==> config.mk <==
export PLATFORM = sky130hd
export DESIGN_NAME = motor_ctrl_top
export DESIGN_NICKNAME = d
export VERILOG_FILES = /design/src/design/motor_pkg.sv /design/src/design/spi_cmd_pkg.sv /design/src/design/cmd_regs.sv /design/src/design/motor_ctrl_top.sv /design/src/design/phase_seq.sv /design/src/design/quad_enc.sv /design/src/design/spi_target.sv /design/src/design/step_gen.sv
export SDC_FILE = /design/constraint.sdc
export NUM_CORES = 1
export LEC_CHECK = 0
export BUFFER_PORTS_ARGS = -buffer_cell sky130_fd_sc_hd__buf_2
export CAP_MARGIN = 20
export CORE_UTILIZATION = 65
export DETAILED_ROUTE_END_ITERATION = 8
export GPL_ROUTABILITY_DRIVEN = 0
export GPL_TIMING_DRIVEN = 0
export HOLD_SLACK_MARGIN = 0.08
export PLACE_DENSITY = 0.92
export SLEW_MARGIN = 20
export SYNTH_ARGS = -nofsm -noshare
export SYNTH_HDL_FRONTEND = slang
export SYNTH_SLANG_ARGS = --single-unit
==> constraint.sdc <==
create_clock -name CLK -period 12.93 [get_ports CLK]
set_input_delay 2.586 -clock CLK [delete_from_list [all_inputs] [get_ports CLK]]
set_output_delay 2.586 -clock CLK [all_outputs]
set_load 0.005 [all_outputs]
==> src/design/motor_pkg.sv <==
`default_nettype none

package motor_pkg;

  // Full-step walks the phase table two entries per step
  typedef enum logic [0:0] {
    step_full = 1'b0,
    step_half = 1'b1
  } step_mode_e;

  // A1 A2 B1 B2
  localparam int phase_w = 4;

  // Signed encoder count
  localparam int enc_w = 32;

  // Steps in one move
  localparam int step_cnt_w = 16;

  // Step period in CLK cycles
  localparam int step_per_w = 15;

endpackage

`default_nettype wire

==> src/design/spi_cmd_pkg.sv <==
`default_nettype none

package spi_cmd_pkg;

  typedef enum logic [7:0] {
    op_config      = 8'h01,
    op_move        = 8'h02,
    op_read_enc    = 8'h03,
    op_read_status = 8'h04
  } cmd_op_e;

  // Opcode byte plus four payload bytes, MSB first
  localparam int frame_bytes = 5;

  typedef struct packed {
    logic [29:0]          rsvd;
    motor_pkg::step_mode_e step_mode;
    logic                 enable;
  } cfg_word_t;

  typedef struct packed {
    logic                                dir;     // 1 counts phase position up
    logic [motor_pkg::step_per_w-1:0]    period;
    logic [motor_pkg::step_cnt_w-1:0]    steps;
  } move_word_t;

  // Same 32 payload bits, read according to the opcode
  typedef union packed {
    cfg_word_t  cfg;
    move_word_t mv;
  } cmd_payload_u;

endpackage

`default_nettype wire

==> src/design/cmd_regs.sv <==
`timescale 1ns/1ps
`default_nettype none

module cmd_regs (
  input  wire                                   CLK,
  input  wire                                   resetn,
  input  wire  [7:0]                            rx_byte,
  input  wire                                   rx_valid,
  input  wire                                   frame_start,
  input  wire  signed [motor_pkg::enc_w-1:0]    enc_count,
  input  wire                                   enc_fault,
  input  wire                                   move_done,
  output logic [7:0]                            tx_byte,
  output logic                                  enable,
  output motor_pkg::step_mode_e                 step_mode,
  output logic                                  move_start,
  output logic                                  move_dir,
  output logic [motor_pkg::step_cnt_w-1:0]      move_steps,
  output logic [motor_pkg::step_per_w-1:0]      move_period
);

  logic [2:0]                byte_cnt;
  spi_cmd_pkg::cmd_op_e      op;
  logic [23:0]               pay_q;       // First three payload bytes
  logic [31:0]               rb_word;
  spi_cmd_pkg::cmd_payload_u word;
  logic                      last_byte;

  // Full payload as it stands when the fifth byte arrives
  assign word      = {pay_q, rx_byte};
  assign last_byte = rx_valid && (byte_cnt == 3'(spi_cmd_pkg::frame_bytes - 1));

  always_ff @(posedge CLK) begin
    if (!resetn) begin
      byte_cnt   <= 3'd0;
      enable     <= 1'b0;
      step_mode  <= motor_pkg::step_full;
      move_start <= 1'b0;
    end else begin
      move_start <= 1'b0;
      if (frame_start)
        byte_cnt <= 3'd0;
      else if (rx_valid && byte_cnt != 3'(spi_cmd_pkg::frame_bytes))
        byte_cnt <= byte_cnt + 3'd1;  // Extra bytes park here
      if (last_byte && !frame_start) begin
        if (op == spi_cmd_pkg::op_config) begin
          enable    <= word.cfg.enable;
          step_mode <= word.cfg.step_mode;
        end
        if (op == spi_cmd_pkg::op_move)
          move_start <= 1'b1;  // step_gen decides whether to take it
      end
    end
  end

  always_ff @(posedge CLK) begin
    if (rx_valid && byte_cnt == 3'd0) begin
      op <= spi_cmd_pkg::cmd_op_e'(rx_byte);
      // Read-back snapshot taken at the opcode byte
      case (spi_cmd_pkg::cmd_op_e'(rx_byte))
        spi_cmd_pkg::op_read_enc:    rb_word <= enc_count;
        spi_cmd_pkg::op_read_status: rb_word <= {30'd0, enc_fault, move_done};
        default:                     rb_word <= 32'd0;
      endcase
    end
    if (rx_valid && byte_cnt != 3'd0)
      pay_q <= {pay_q[15:0], rx_byte};
    if (last_byte) begin
      move_dir    <= word.mv.dir;
      move_steps  <= word.mv.steps;
      move_period <= word.mv.period;
    end
  end

  // Byte for the next transfer, valid the cycle after rx_valid
  always_comb begin
    case (byte_cnt)
      3'd1:    tx_byte = rb_word[31:24];
      3'd2:    tx_byte = rb_word[23:16];
      3'd3:    tx_byte = rb_word[15:8];
      3'd4:    tx_byte = rb_word[7:0];
      default: tx_byte = 8'h00;
    endcase
  end

endmodule

`default_nettype wire

==> src/design/motor_ctrl_top.sv <==
`timescale 1ns/1ps
`default_nettype none

module motor_ctrl_top (
  input  wire  CLK,
  input  wire  resetn,
  input  wire  sck,
  input  wire  cs,
  input  wire  copi,
  input  wire  enc_a,
  input  wire  enc_b,
  output logic cipo,
  output logic phase_a1,
  output logic phase_a2,
  output logic phase_b1,
  output logic phase_b2,
  output logic step_out,
  output logic move_done
);

  logic [7:0]                              rx_byte;
  logic                                    rx_valid;
  logic                                    frame_start;
  logic [7:0]                              tx_byte;
  logic                                    enable;
  motor_pkg::step_mode_e                   step_mode;
  logic                                    move_start;
  logic                                    move_dir;
  logic [motor_pkg::step_cnt_w-1:0]        move_steps;
  logic [motor_pkg::step_per_w-1:0]        move_period;
  logic                                    step_dir;
  logic signed [motor_pkg::enc_w-1:0]      enc_count;
  logic                                    enc_fault;

  spi_target spi0 (
    .CLK         (CLK),
    .resetn      (resetn),
    .sck         (sck),
    .cs          (cs),
    .copi        (copi),
    .tx_byte     (tx_byte),
    .cipo        (cipo),
    .rx_byte     (rx_byte),
    .rx_valid    (rx_valid),
    .frame_start (frame_start)
  );

  cmd_regs regs0 (
    .CLK         (CLK),
    .resetn      (resetn),
    .rx_byte     (rx_byte),
    .rx_valid    (rx_valid),
    .frame_start (frame_start),
    .enc_count   (enc_count),
    .enc_fault   (enc_fault),
    .move_done   (move_done),
    .tx_byte     (tx_byte),
    .enable      (enable),
    .step_mode   (step_mode),
    .move_start  (move_start),
    .move_dir    (move_dir),
    .move_steps  (move_steps),
    .move_period (move_period)
  );

  // Step pulse also drives the step pin
  step_gen stepper0 (
    .CLK         (CLK),
    .resetn      (resetn),
    .move_start  (move_start),
    .move_dir    (move_dir),
    .move_steps  (move_steps),
    .move_period (move_period),
    .step_pulse  (step_out),
    .step_dir    (step_dir),
    .move_done   (move_done)
  );

  phase_seq bridge0 (
    .CLK        (CLK),
    .resetn     (resetn),
    .step_pulse (step_out),
    .step_dir   (step_dir),
    .enable     (enable),
    .step_mode  (step_mode),
    .phase_a1   (phase_a1),
    .phase_a2   (phase_a2),
    .phase_b1   (phase_b1),
    .phase_b2   (phase_b2)
  );

  quad_enc encoder0 (
    .CLK    (CLK),
    .resetn (resetn),
    .enc_a  (enc_a),
    .enc_b  (enc_b),
    .count  (enc_count),
    .fault  (enc_fault)
  );

endmodule

`default_nettype wire

==> src/design/phase_seq.sv <==
`timescale 1ns/1ps
`default_nettype none

module phase_seq (
  input  wire                   CLK,
  input  wire                   resetn,
  input  wire                   step_pulse,
  input  wire                   step_dir,
  input  wire                   enable,
  input  motor_pkg::step_mode_e step_mode,
  output logic                  phase_a1,
  output logic                  phase_a2,
  output logic                  phase_b1,
  output logic                  phase_b2
);

  logic [2:0]                   pos;
  logic [2:0]                   pos_nxt;
  logic [2:0]                   pos_inc;
  logic [motor_pkg::phase_w-1:0] drive;

  // Standard half-step table, A1 A2 B1 B2
  function automatic logic [motor_pkg::phase_w-1:0] pattern(input logic [2:0] p);
    case (p)
      3'd0: pattern = 4'b1000;
      3'd1: pattern = 4'b1010;
      3'd2: pattern = 4'b0010;
      3'd3: pattern = 4'b0110;
      3'd4: pattern = 4'b0100;
      3'd5: pattern = 4'b0101;
      3'd6: pattern = 4'b0001;
      default: pattern = 4'b1001;
    endcase
  endfunction

  assign pos_inc = (step_mode == motor_pkg::step_half) ? 3'd1 : 3'd2;

  always_comb begin
    pos_nxt = pos;
    if (step_pulse)
      pos_nxt = step_dir ? pos + pos_inc : pos - pos_inc;  // Wraps mod 8
  end

  // Position still tracks steps while the bridge is off
  always_ff @(posedge CLK) begin
    if (!resetn) begin
      pos   <= 3'd0;
      drive <= '0;
    end else begin
      pos   <= pos_nxt;
      drive <= enable ? pattern(pos_nxt) : '0;
    end
  end

  assign {phase_a1, phase_a2, phase_b1, phase_b2} = drive;

endmodule

`default_nettype wire

==> src/design/quad_enc.sv <==
`timescale 1ns/1ps
`default_nettype none

module quad_enc (
  input  wire                                 CLK,
  input  wire                                 resetn,
  input  wire                                 enc_a,
  input  wire                                 enc_b,
  output logic signed [motor_pkg::enc_w-1:0]  count,
  output logic                                fault
);

  logic [1:0] a_sync;
  logic [1:0] b_sync;
  logic [1:0] ab;
  logic [1:0] ab_q;
  logic [1:0] ab_chg;

  always_ff @(posedge CLK) begin
    a_sync <= {a_sync[0], enc_a};
    b_sync <= {b_sync[0], enc_b};
  end

  assign ab     = {a_sync[1], b_sync[1]};
  assign ab_chg = ab ^ ab_q;

  always_ff @(posedge CLK) begin
    ab_q <= ab;  // Tracks pins during reset too
    if (!resetn) begin
      count <= '0;
      fault <= 1'b0;
    end else if (^ab_chg) begin
      // 4x decode where old A against new B gives direction
      if (ab_q[1] ^ ab[0])
        count <= count - 1;
      else
        count <= count + 1;  // A leads B
    end else if (&ab_chg) begin
      fault <= 1'b1;  // Sticky skipped-state flag
    end
  end

endmodule

`default_nettype wire

==> src/design/spi_target.sv <==
`timescale 1ns/1ps
`default_nettype none

module spi_target (
  input  wire        CLK,
  input  wire        resetn,
  input  wire        sck,
  input  wire        cs,
  input  wire        copi,
  input  wire  [7:0] tx_byte,
  output logic       cipo,
  output logic [7:0] rx_byte,
  output logic       rx_valid,
  output logic       frame_start
);

  logic [1:0] sck_sync;
  logic [1:0] cs_sync;
  logic [1:0] copi_sync;
  logic       sck_q;
  logic       cs_q;
  logic [2:0] bit_cnt;
  logic [6:0] rx_shift;
  logic [6:0] tx_shift;
  logic       sck_rise;
  logic       sck_fall;

  // Two-flop synchronizers, SCK must be slow against CLK
  always_ff @(posedge CLK) begin
    if (!resetn) begin
      sck_sync    <= 2'b00;
      cs_sync     <= 2'b11;
      sck_q       <= 1'b0;
      cs_q        <= 1'b1;
      frame_start <= 1'b0;
    end else begin
      sck_sync    <= {sck_sync[0], sck};
      cs_sync     <= {cs_sync[0], cs};
      sck_q       <= sck_sync[1];
      cs_q        <= cs_sync[1];
      frame_start <= cs_q & ~cs_sync[1];  // CS falling
    end
  end

  always_ff @(posedge CLK) begin
    copi_sync <= {copi_sync[0], copi};
  end

  assign sck_rise = sck_sync[1] & ~sck_q;
  assign sck_fall = ~sck_sync[1] & sck_q;

  always_ff @(posedge CLK) begin
    if (!resetn) begin
      bit_cnt  <= 3'd0;
      rx_valid <= 1'b0;
      cipo     <= 1'b0;
      tx_shift <= 7'd0;
    end else begin
      rx_valid <= 1'b0;
      if (cs_sync[1]) begin
        bit_cnt  <= 3'd0;
        cipo     <= 1'b0;
        tx_shift <= 7'd0;
      end else if (sck_rise) begin
        bit_cnt <= bit_cnt + 3'd1;
        if (bit_cnt == 3'd7)
          rx_valid <= 1'b1;
      end else if (sck_fall) begin
        if (bit_cnt == 3'd0) begin  // Byte boundary, take next byte
          cipo     <= tx_byte[7];
          tx_shift <= tx_byte[6:0];
        end else begin
          cipo     <= tx_shift[6];
          tx_shift <= {tx_shift[5:0], 1'b0};
        end
      end
    end
  end

  // COPI sampled on SCK rise, MSB first
  always_ff @(posedge CLK) begin
    if (sck_rise && !cs_sync[1]) begin
      rx_shift <= {rx_shift[5:0], copi_sync[1]};
      if (bit_cnt == 3'd7)
        rx_byte <= {rx_shift, copi_sync[1]};
    end
  end

endmodule

`default_nettype wire

==> src/design/step_gen.sv <==
`timescale 1ns/1ps
`default_nettype none

module step_gen (
  input  wire                               CLK,
  input  wire                               resetn,
  input  wire                               move_start,
  input  wire                               move_dir,
  input  wire [motor_pkg::step_cnt_w-1:0]   move_steps,
  input  wire [motor_pkg::step_per_w-1:0]   move_period,
  output logic                              step_pulse,
  output logic                              step_dir,
  output logic                              move_done
);

  logic                              busy;
  logic [motor_pkg::step_per_w-1:0]  per_cnt;    // Cycles to next pulse
  logic [motor_pkg::step_per_w-1:0]  period;
  logic [motor_pkg::step_cnt_w-1:0]  steps_left;

  // Pulse on the last cycle of each period
  assign step_pulse = busy && (per_cnt == 1);

  always_ff @(posedge CLK) begin
    if (!resetn) begin
      busy      <= 1'b0;
      move_done <= 1'b1;
    end else if (!busy) begin
      if (move_start && move_steps != '0) begin  // Zero steps is done at once
        busy      <= 1'b1;
        move_done <= 1'b0;
      end
    end else if (step_pulse && steps_left == 1) begin
      busy      <= 1'b0;
      move_done <= 1'b1;
    end
  end

  always_ff @(posedge CLK) begin
    if (!busy) begin
      if (move_start) begin
        per_cnt    <= move_period;
        period     <= move_period;
        steps_left <= move_steps;
        step_dir   <= move_dir;
      end
    end else if (step_pulse) begin
      per_cnt    <= period;
      steps_left <= steps_left - 1'b1;
    end else begin
      per_cnt <= per_cnt - 1'b1;
    end
  end

endmodule

`default_nettype wire

==> results.md, run 1 <==
- YS warnings: 0
- Syn Std Cell Area: 10,800 um2
- PwrDens: 171 nW/um2
- RSZ-0062 raised after global routing: false
- Vias in the first global route: 7,274
- Worst hold slack: 0.326 ns
- GRT Total Usage: 27.5%
- # diodes: 0
- Synth area leader: edfxtp_1
- Fin crit share: 38.2%
- Grt ovf: 0
- Crit path launch type: register
- Leak: 4.39 nW
- Least-Margin Pin Slew: 0.941 ns
- Fin. max-slew vios: 0
- Io pins: 14
- Avg Cell Area, Syn: 11.5 um2
- Outcome: completed
- Pin count of the biggest net entering global routing: 34
- DP Worst Slack: 8.52 ns
- Core Area: 16,100 um2
- Crit path cell chain: or4_1 -> nor3_1 -> nand2b_1 -> buf_2 -> inv_1 -> buf_2
- Syn Inst Count: 933
- Max VDD drop: 144 uV
- Post-cts resize count: 0
- H-tree levels: 1
- Crit-path most repeated cell: buf_2
- Avg Vias per Cell: 6.14
- Hold Path Class: reg2reg
- Overall power: 0.00204 W
- Cell depth of the worst flop-to-flop path: 12
- Final worst slack: 7.99 ns
- CP required: 10.34 ns
- CTS sink cnt: 233
- Root Buffer: clkbuf_16
- First-pass GRT wire length: 36,000 um
- Initial antenna violation count: 0
- Final #Nets: 1,029
- Synth Net Count: 989
- First-pass iteration count of the detailed router: 5
- Fill cells: 989
- FF-to-FF Start: encoder0.ab_q[1]$_DFF_P_
- CP Max Fanout: 8
- Setup crit end: step_out
- Drc violations: 0
- Seq pwr share: 43.2%
- Max-cap check violation count: 0
- Vias: 7,406
- Yosys reg bits: 233
- FF-to-FF setup slack: 9.24 ns
- Worst hold path stage count: 0
- Postcts setup bufs: 0
- Clk network pwr share: 32.5%
- Final setup violation count: 0
- Library cells used by synthesis: 61
- Hold Vio Cnt, Final: 0
- Layout Utilization: 74.4%
- NetSw: 0.000612 W
- HPWL Detailed: 15,400 um
- Clock Skew: 0.0103 ns
- Critical Path AT: 2.36 ns
- DRT iter0 DRCs: 460
- CP max stage delay: 0.59 ns
- Top post-synthesis cells by area: edfxtp_1 44%, dfxtp_1 14%, ha_1 5.5%
- Switching share of power: 30.0%
- CTS clock-pin slew for the worst setup and hold paths: 0.06 ns
- Die Y-Extent: 131 um
- Final ANT Viol Nets: 0
- Cell Rows: 46
- Clock Path Buffers: 3
- Synth top area share: 44.0%
- CP Capture Type: output port
- Seq/Total Area, Yosys: 58.0%
- Sequential Area: 6250 um2
- Logic pwr share: 24.3%
- Slowest CP cell: or4_1
- Max Fclk: 202 MHz
- WP depth: 6
- Syn-to-layout area delta: 10.9%
- Slew headroom: 37.2%
- EDFF count, synth: 158
- Setup total negative slack: 0 ns
- R2r endpoint: encoder0.count[30]$_SDFFE_PN0P_
- Worst skew pair latency: 0.52 ns
- Hold_sp: spi0.copi_sync[0]$_DFF_P_
- Total die area: 17,100 um2
- Final Critical Period: 4.94 ns
- Die Wd: 131 um
- Multi-input gate area: 4310 um2
- WL/cell: 18.9 um
- Worst setup path class: reg2out
- Total internal power: 0.00143 W
- Critical Path Start: stepper0.per_cnt[6]$_DFFE_PP_
- Buf/Inv on CP: 3
- Share of cells above drive strength 1: 7.78%
- Cts hold-fix bufs: 0
- Post-synth ARST share: 0%
- I/O Buffers: 13
- Starting density of the core: 67.1%
- CTS tree: done
- Final WL: 22,700 um
- Synth Flop Type: edfxtp_1
- Kind of cell adding the most delay to the critical path: simple AND/OR/NAND/NOR gates
- Total CTS buffers: 23
state kept, by name, indices dropped and copies added (netlist names), 3 cells and up:
signal / count
spi0.tx_shift: 7
encoder0.count: 32
stepper0.period: 15
regs0.move_period: 15
spi0.bit_cnt: 3
regs0.op: 8
regs0.pay_q: 24
regs0.move_steps: 16
bridge0.pos: 3
regs0.byte_cnt: 3
spi0.rx_byte: 8
stepper0.per_cnt: 15
stepper0.steps_left: 16
spi0.rx_shift: 7
bridge0.drive: 4
regs0.rb_word: 32
cell type report:
type                    instances  share of cell area [%]
clock inverters                12                    1.08
flip-flops and latches        233                    52.3
plain buffers                  38                    1.21
repair buffers                 15                   0.943
clock buffers                  30                    5.29
well taps                     216                    2.26
multi-input cells             634                    36.1
inverters                      28                   0.880
kinds of logic (layout without fill, tap and decap cells):
kind of cell,after synthesis,in the layout,share of synthesized area (%)
and+or+nand+nor,294,294,14.2
DFF,233,233,58.0
AOI/OAI and AO/OA,203,203,12.0
buffers and inverters,66,123,2.32
xor gates and xnor gates,53,53,4.31
adders and majority gates,49,49,5.83
muxes,35,35,3.39
layer usage:
layer  wire (um)  GRT usage, %  vias up  part of all wire, %
met5           0             0        -                    0
met4         985          12.7        0                  4.3
met3        1070          3.79       78                  4.7
met2       11900          50.8      247                   52
met1        8780          31.4     3574                   39
li1            -             -     3507                    -
metrics by stage:
stage / instances / area (um2)
finish: 1206 / 11900
global route: 1206 / 11900
CTS: 1206 / 11900
detailed placement: 1164 / 11200
global placement: 1162 / 11100
floorplan: 933 / 10800
placed cells by master, fill, tap and decap left out, types with 4 or more instances in the layout:
cell type / instances
edfxtp_1: 158
dfxtp_1: 75
a21oi_1: 70
nor2_1: 69
nand2_1: 51
o21ai_0: 47
ha_1: 47
and2_1: 41
xnor2_1: 34
clkbuf_1: 33
nor2b_1: 29
inv_1: 28
mux2i_1: 23
clkbuf_16: 23
nand3_1: 22
xor2_1: 18
nor3_1: 16
buf_2: 15
o211ai_1: 15
nand2b_1: 12
nor4_1: 12
mux2_2: 12
a22oi_1: 11
a21o_1: 11
nand3b_1: 9
nand4_1: 9
a221oi_1: 8
buf_1: 7
and3_1: 7
o21bai_1: 5
or4_1: 4
o21a_1: 4
clkinv_2: 4
synthesized netlist by cell type (15+ instances only):
cell type	number
o21ai_0	47
nand3_1	22
o211ai_1	15
nor2b_1	29
a21oi_1	71
nor2_1	69
mux2i_1	23
dfxtp_1	75
and2_1	41
xnor2_1	34
clkbuf_1	29
nor3_1	16
inv_1	28
ha_1	47
xor2_1	19
nand2_1	51
edfxtp_1	158
power by group through the flow:
stage | combinational (W) | clock (W) | sequential [W]
CTS | 0.000489 | 0.000670 | 0.000879
floorplan | 0.000393 | 0 | 0.000874
detailed placement | 0.000481 | 0 | 0.000893
finish | 0.000496 | 0.000664 | 0.000882
global route | 0.000553 | 0.000698 | 0.000886
global placement | 0.000460 | 0 | 0.000889
how the worst min path moves through the flow:
stage | to | slack, ns
final | spi0.copi_sync[1]$_DFF_P_ | 0.33
after global placement | encoder0.b_sync[1]$_DFF_P_ | 0.31
after detailed placement | encoder0.a_sync[1]$_DFF_P_ | 0.31
after global routing | encoder0.a_sync[1]$_DFF_P_ | 0.33
after CTS | spi0.copi_sync[1]$_DFF_P_ | 0.33
after floorplan | encoder0.a_sync[1]$_DFF_P_ | 0.31
No activity file was read; power rests on OpenSTA's default activity.
==> run 2: changes to the inputs <==
CORE_UTILIZATION = 63   (was 65)
PLACE_DENSITY = 0.9   (was 0.92)
clock period = 4.8 ns   (was 12.93 ns; I/O delays follow)
==> run 2 against run 1 <==
Core utilization decreased by 2.6 points. Power increased to 2.7 times the previous value. Sequential share of layout area about the same. Clock power grew to 2.7 times the previous value. Die area grew 3.1%. Sequential cell count unchanged. First-iteration DRC count increased by 20%. Register-to-register slack got worse by 8.1 ns. Clock-buffer cell count up 2. Setup slack worse by 6.8 ns. Via count decreased by 1.9%. Critical path depth up 5. Critical path type is now reg2reg.
==> results.md, run 2 (synthesis gave the netlist of run 1 again) <==
- Starting density of the core: 64.7% (-2.4 points)
- Worst setup path class: reg2reg
- Postcts setup bufs: 0 (unchanged)
- CTS sink cnt: 233 (unchanged)
- Die Wd: 133 um (+1.6%)
- Vias in the first global route: 7,222 (-0.71%)
- Total die area: 17,600 um2 (+3.1%)
- Sequential Area: 6250 um2 (unchanged)
- Vias: 7,267 (-1.9%)
- Initial antenna violation count: 0 (unchanged)
- First-pass iteration count of the detailed router: 5 (unchanged)
- CP Capture Type: register
- Outcome: completed
- # diodes: 0 (unchanged)
- Cell Rows: 47 (+2.2%)
- Multi-input gate area: 4310 um2 (unchanged)
- PwrDens: 458 nW/um2 (+170%)
- Syn-to-layout area delta: 11.0% (about the same)
- DRT iter0 DRCs: 552 (+20%)
- Crit path launch type: register
- Critical Path AT: 4.07 ns (+1.71 ns)
- Fin crit share: 75.5%
- Commonest cells after routing, fill and taps aside: 158 x edfxtp_1, 75 x dfxtp_1, 70 x a21oi_1
- Final Critical Period: 3.62 ns
- RSZ-0062 raised after global routing: false
- Root Buffer: clkbuf_16
- Max Fclk: 276 MHz
- HPWL Detailed: 15,500 um (+0.51%)
- Die Y-Extent: 133 um (+1.6%)
- Max VDD drop: 391 uV (+170%)
- Drc violations: 0 (unchanged)
- Hold Vio Cnt, Final: 0 (unchanged)
- Final #Nets: 1,030 (+0.097%)
- Post-cts resize count: 0 (unchanged)
- Hold Path Class: reg2reg
- Pin count of the biggest net entering global routing: 34 (unchanged)
- GRT Total Usage: 25.6% (-1.9 points)
- CTS clock-pin slew for the worst setup and hold paths: 0.06 ns (about the same)
- First-pass GRT wire length: 35,500 um (-1.4%)
- Top flop regs: encoder0.count: 32 flops, regs0.rb_word: 32 flops, regs0.pay_q: 24 flops
- Core Area: 16,600 um2 (+3.6%)
- Share of cells above drive strength 1: 7.86% (+0.085 points)
- Fill cells: 1,072 (+8.4%)
- I/O Buffers: 13 (unchanged)
- Design area: 12,000 um2 (about the same)
- Slew headroom: 38.3% (+1.2 points)
- Commonest non-fill, non-tap cell in the layout: edfxtp_1
- Post-place instance area: 11,200 um2 (about the same)
- Least-Margin Pin Slew: 0.923 ns (-0.0175 ns)
- Io pins: 14 (unchanged)
- Clock Path Buffers: 3 (unchanged)
- Fin. max-slew vios: 0 (unchanged)
- CP Max Fanout: 20 (+12)
- Clock Skew: 0.0106 ns (+0.000349 ns)
- Max-cap check violation count: 0 (unchanged)
- Final setup violation count: 0 (unchanged)
- WL/cell: 18.2 um (-3.6%)
- Layout Utilization: 71.8% (-2.6 points)
- Total CTS buffers: 24 (+4.3%)
- Avg Vias per Cell: 6.00 (-2.4%)
- Cts hold-fix bufs: 0 (unchanged)
- Final ANT Viol Nets: 0 (unchanged)
- CP required: 5.24 ns (-5.10 ns)
- Final WL: 22,000 um (-3.1%)
- Grt ovf: 0 (unchanged)
- CTS tree: done
- Setup total negative slack: 0 ns (unchanged)
- Leak: 4.40 nW (about the same)
- Worst skew pair latency: 0.51 ns (about the same)
- H-tree levels: 1 (unchanged)
[run 2: cell count changes in the layout (fill, tap and decap cells not counted)]
cell,change
bufinv_16,-1
clkbuf_1,+1
clkbuf_16,+2
clkinv_4,+1
clkbuf_8,-1
inv_16,-1
clkinv_2,+1
[run 2: critical path, cell delays in order (launching register included)]
cell       delay, ns
dfxtp_1         0.44
xor2_4          0.60
inv_1           0.20
fa_1            0.45
and2b_1         0.25
o2111ai_1       0.13
and3_1          0.20
o31a_4          0.32
o21ai_4         0.20
a31oi_2         0.17
or4_1           0.50
nand3_1         0.10
[run 2: where the power goes]
| part | leakage [nW] | internal, W | switching (W) |
|---|---|---|---|
| Combinational | 1.96 | 0.000560 | 0.000763 |
| Clock | 0.379 | 0.00104 | 0.000745 |
| Sequential | 2.06 | 0.00224 | 0.000124 |
| Total | 4.40 | 0.00384 | 0.00163 |
[run 2: cell type report]
type	count	share of cell area (%)
Multi-Input combinational cell	634	36.0
Sequential cell	233	52.2
Timing Repair Buffer	15	0.942
Clock buffer	32	5.62
Tap cell	220	2.30
Clock inverter	12	0.774
Buffer	38	1.21
Inverter	28	0.879
[run 2: per-layer routing]
| metal | track usage, % | up-vias | share of wire (%) |
|---|---|---|---|
| li1 | - | 3511 | - |
| met1 | 29.7 | 3446 | 39 |
| met2 | 46.9 | 246 | 52 |
| met3 | 2.87 | 64 | 5.1 |
| met4 | 12.5 | 0 | 4.1 |
| met5 | 0 | - | 0 |
[run 2: path summary, 6_finish.rpt]
kind | from | endpoint | slack [ns] | cells past startpoint
max | encoder0.ab_q[1]$_DFF_P_ | encoder0.count[30]$_SDFFE_PN0P_ | 1.18 | 11
min | encoder0.a_sync[0]$_DFF_P_ | encoder0.a_sync[1]$_DFF_P_ | 0.33 | 0
max reg2reg | encoder0.ab_q[1]$_DFF_P_ | encoder0.count[30]$_SDFFE_PN0P_ | 1.18 | 11
min reg2reg | encoder0.a_sync[0]$_DFF_P_ | encoder0.a_sync[1]$_DFF_P_ | 0.33 | 0
[run 2: through the flow]
step | hold WS [ns] | cells | setup slack, ns | total power [W]
3_3_place_gp | 0.312 | 1166 | -0.608 | 0.00364
5_1_grt | 0.350 | 1212 | 0.984 | 0.00574
3_5_place_dp | 0.318 | 1168 | 1.21 | 0.00370
4_1_cts | 0.331 | 1212 | 1.17 | 0.00548
6_report | 0.330 | 1212 | 1.18 | 0.00548
2_1_floorplan | 0.310 | 933 | 0.592 | 0.00341
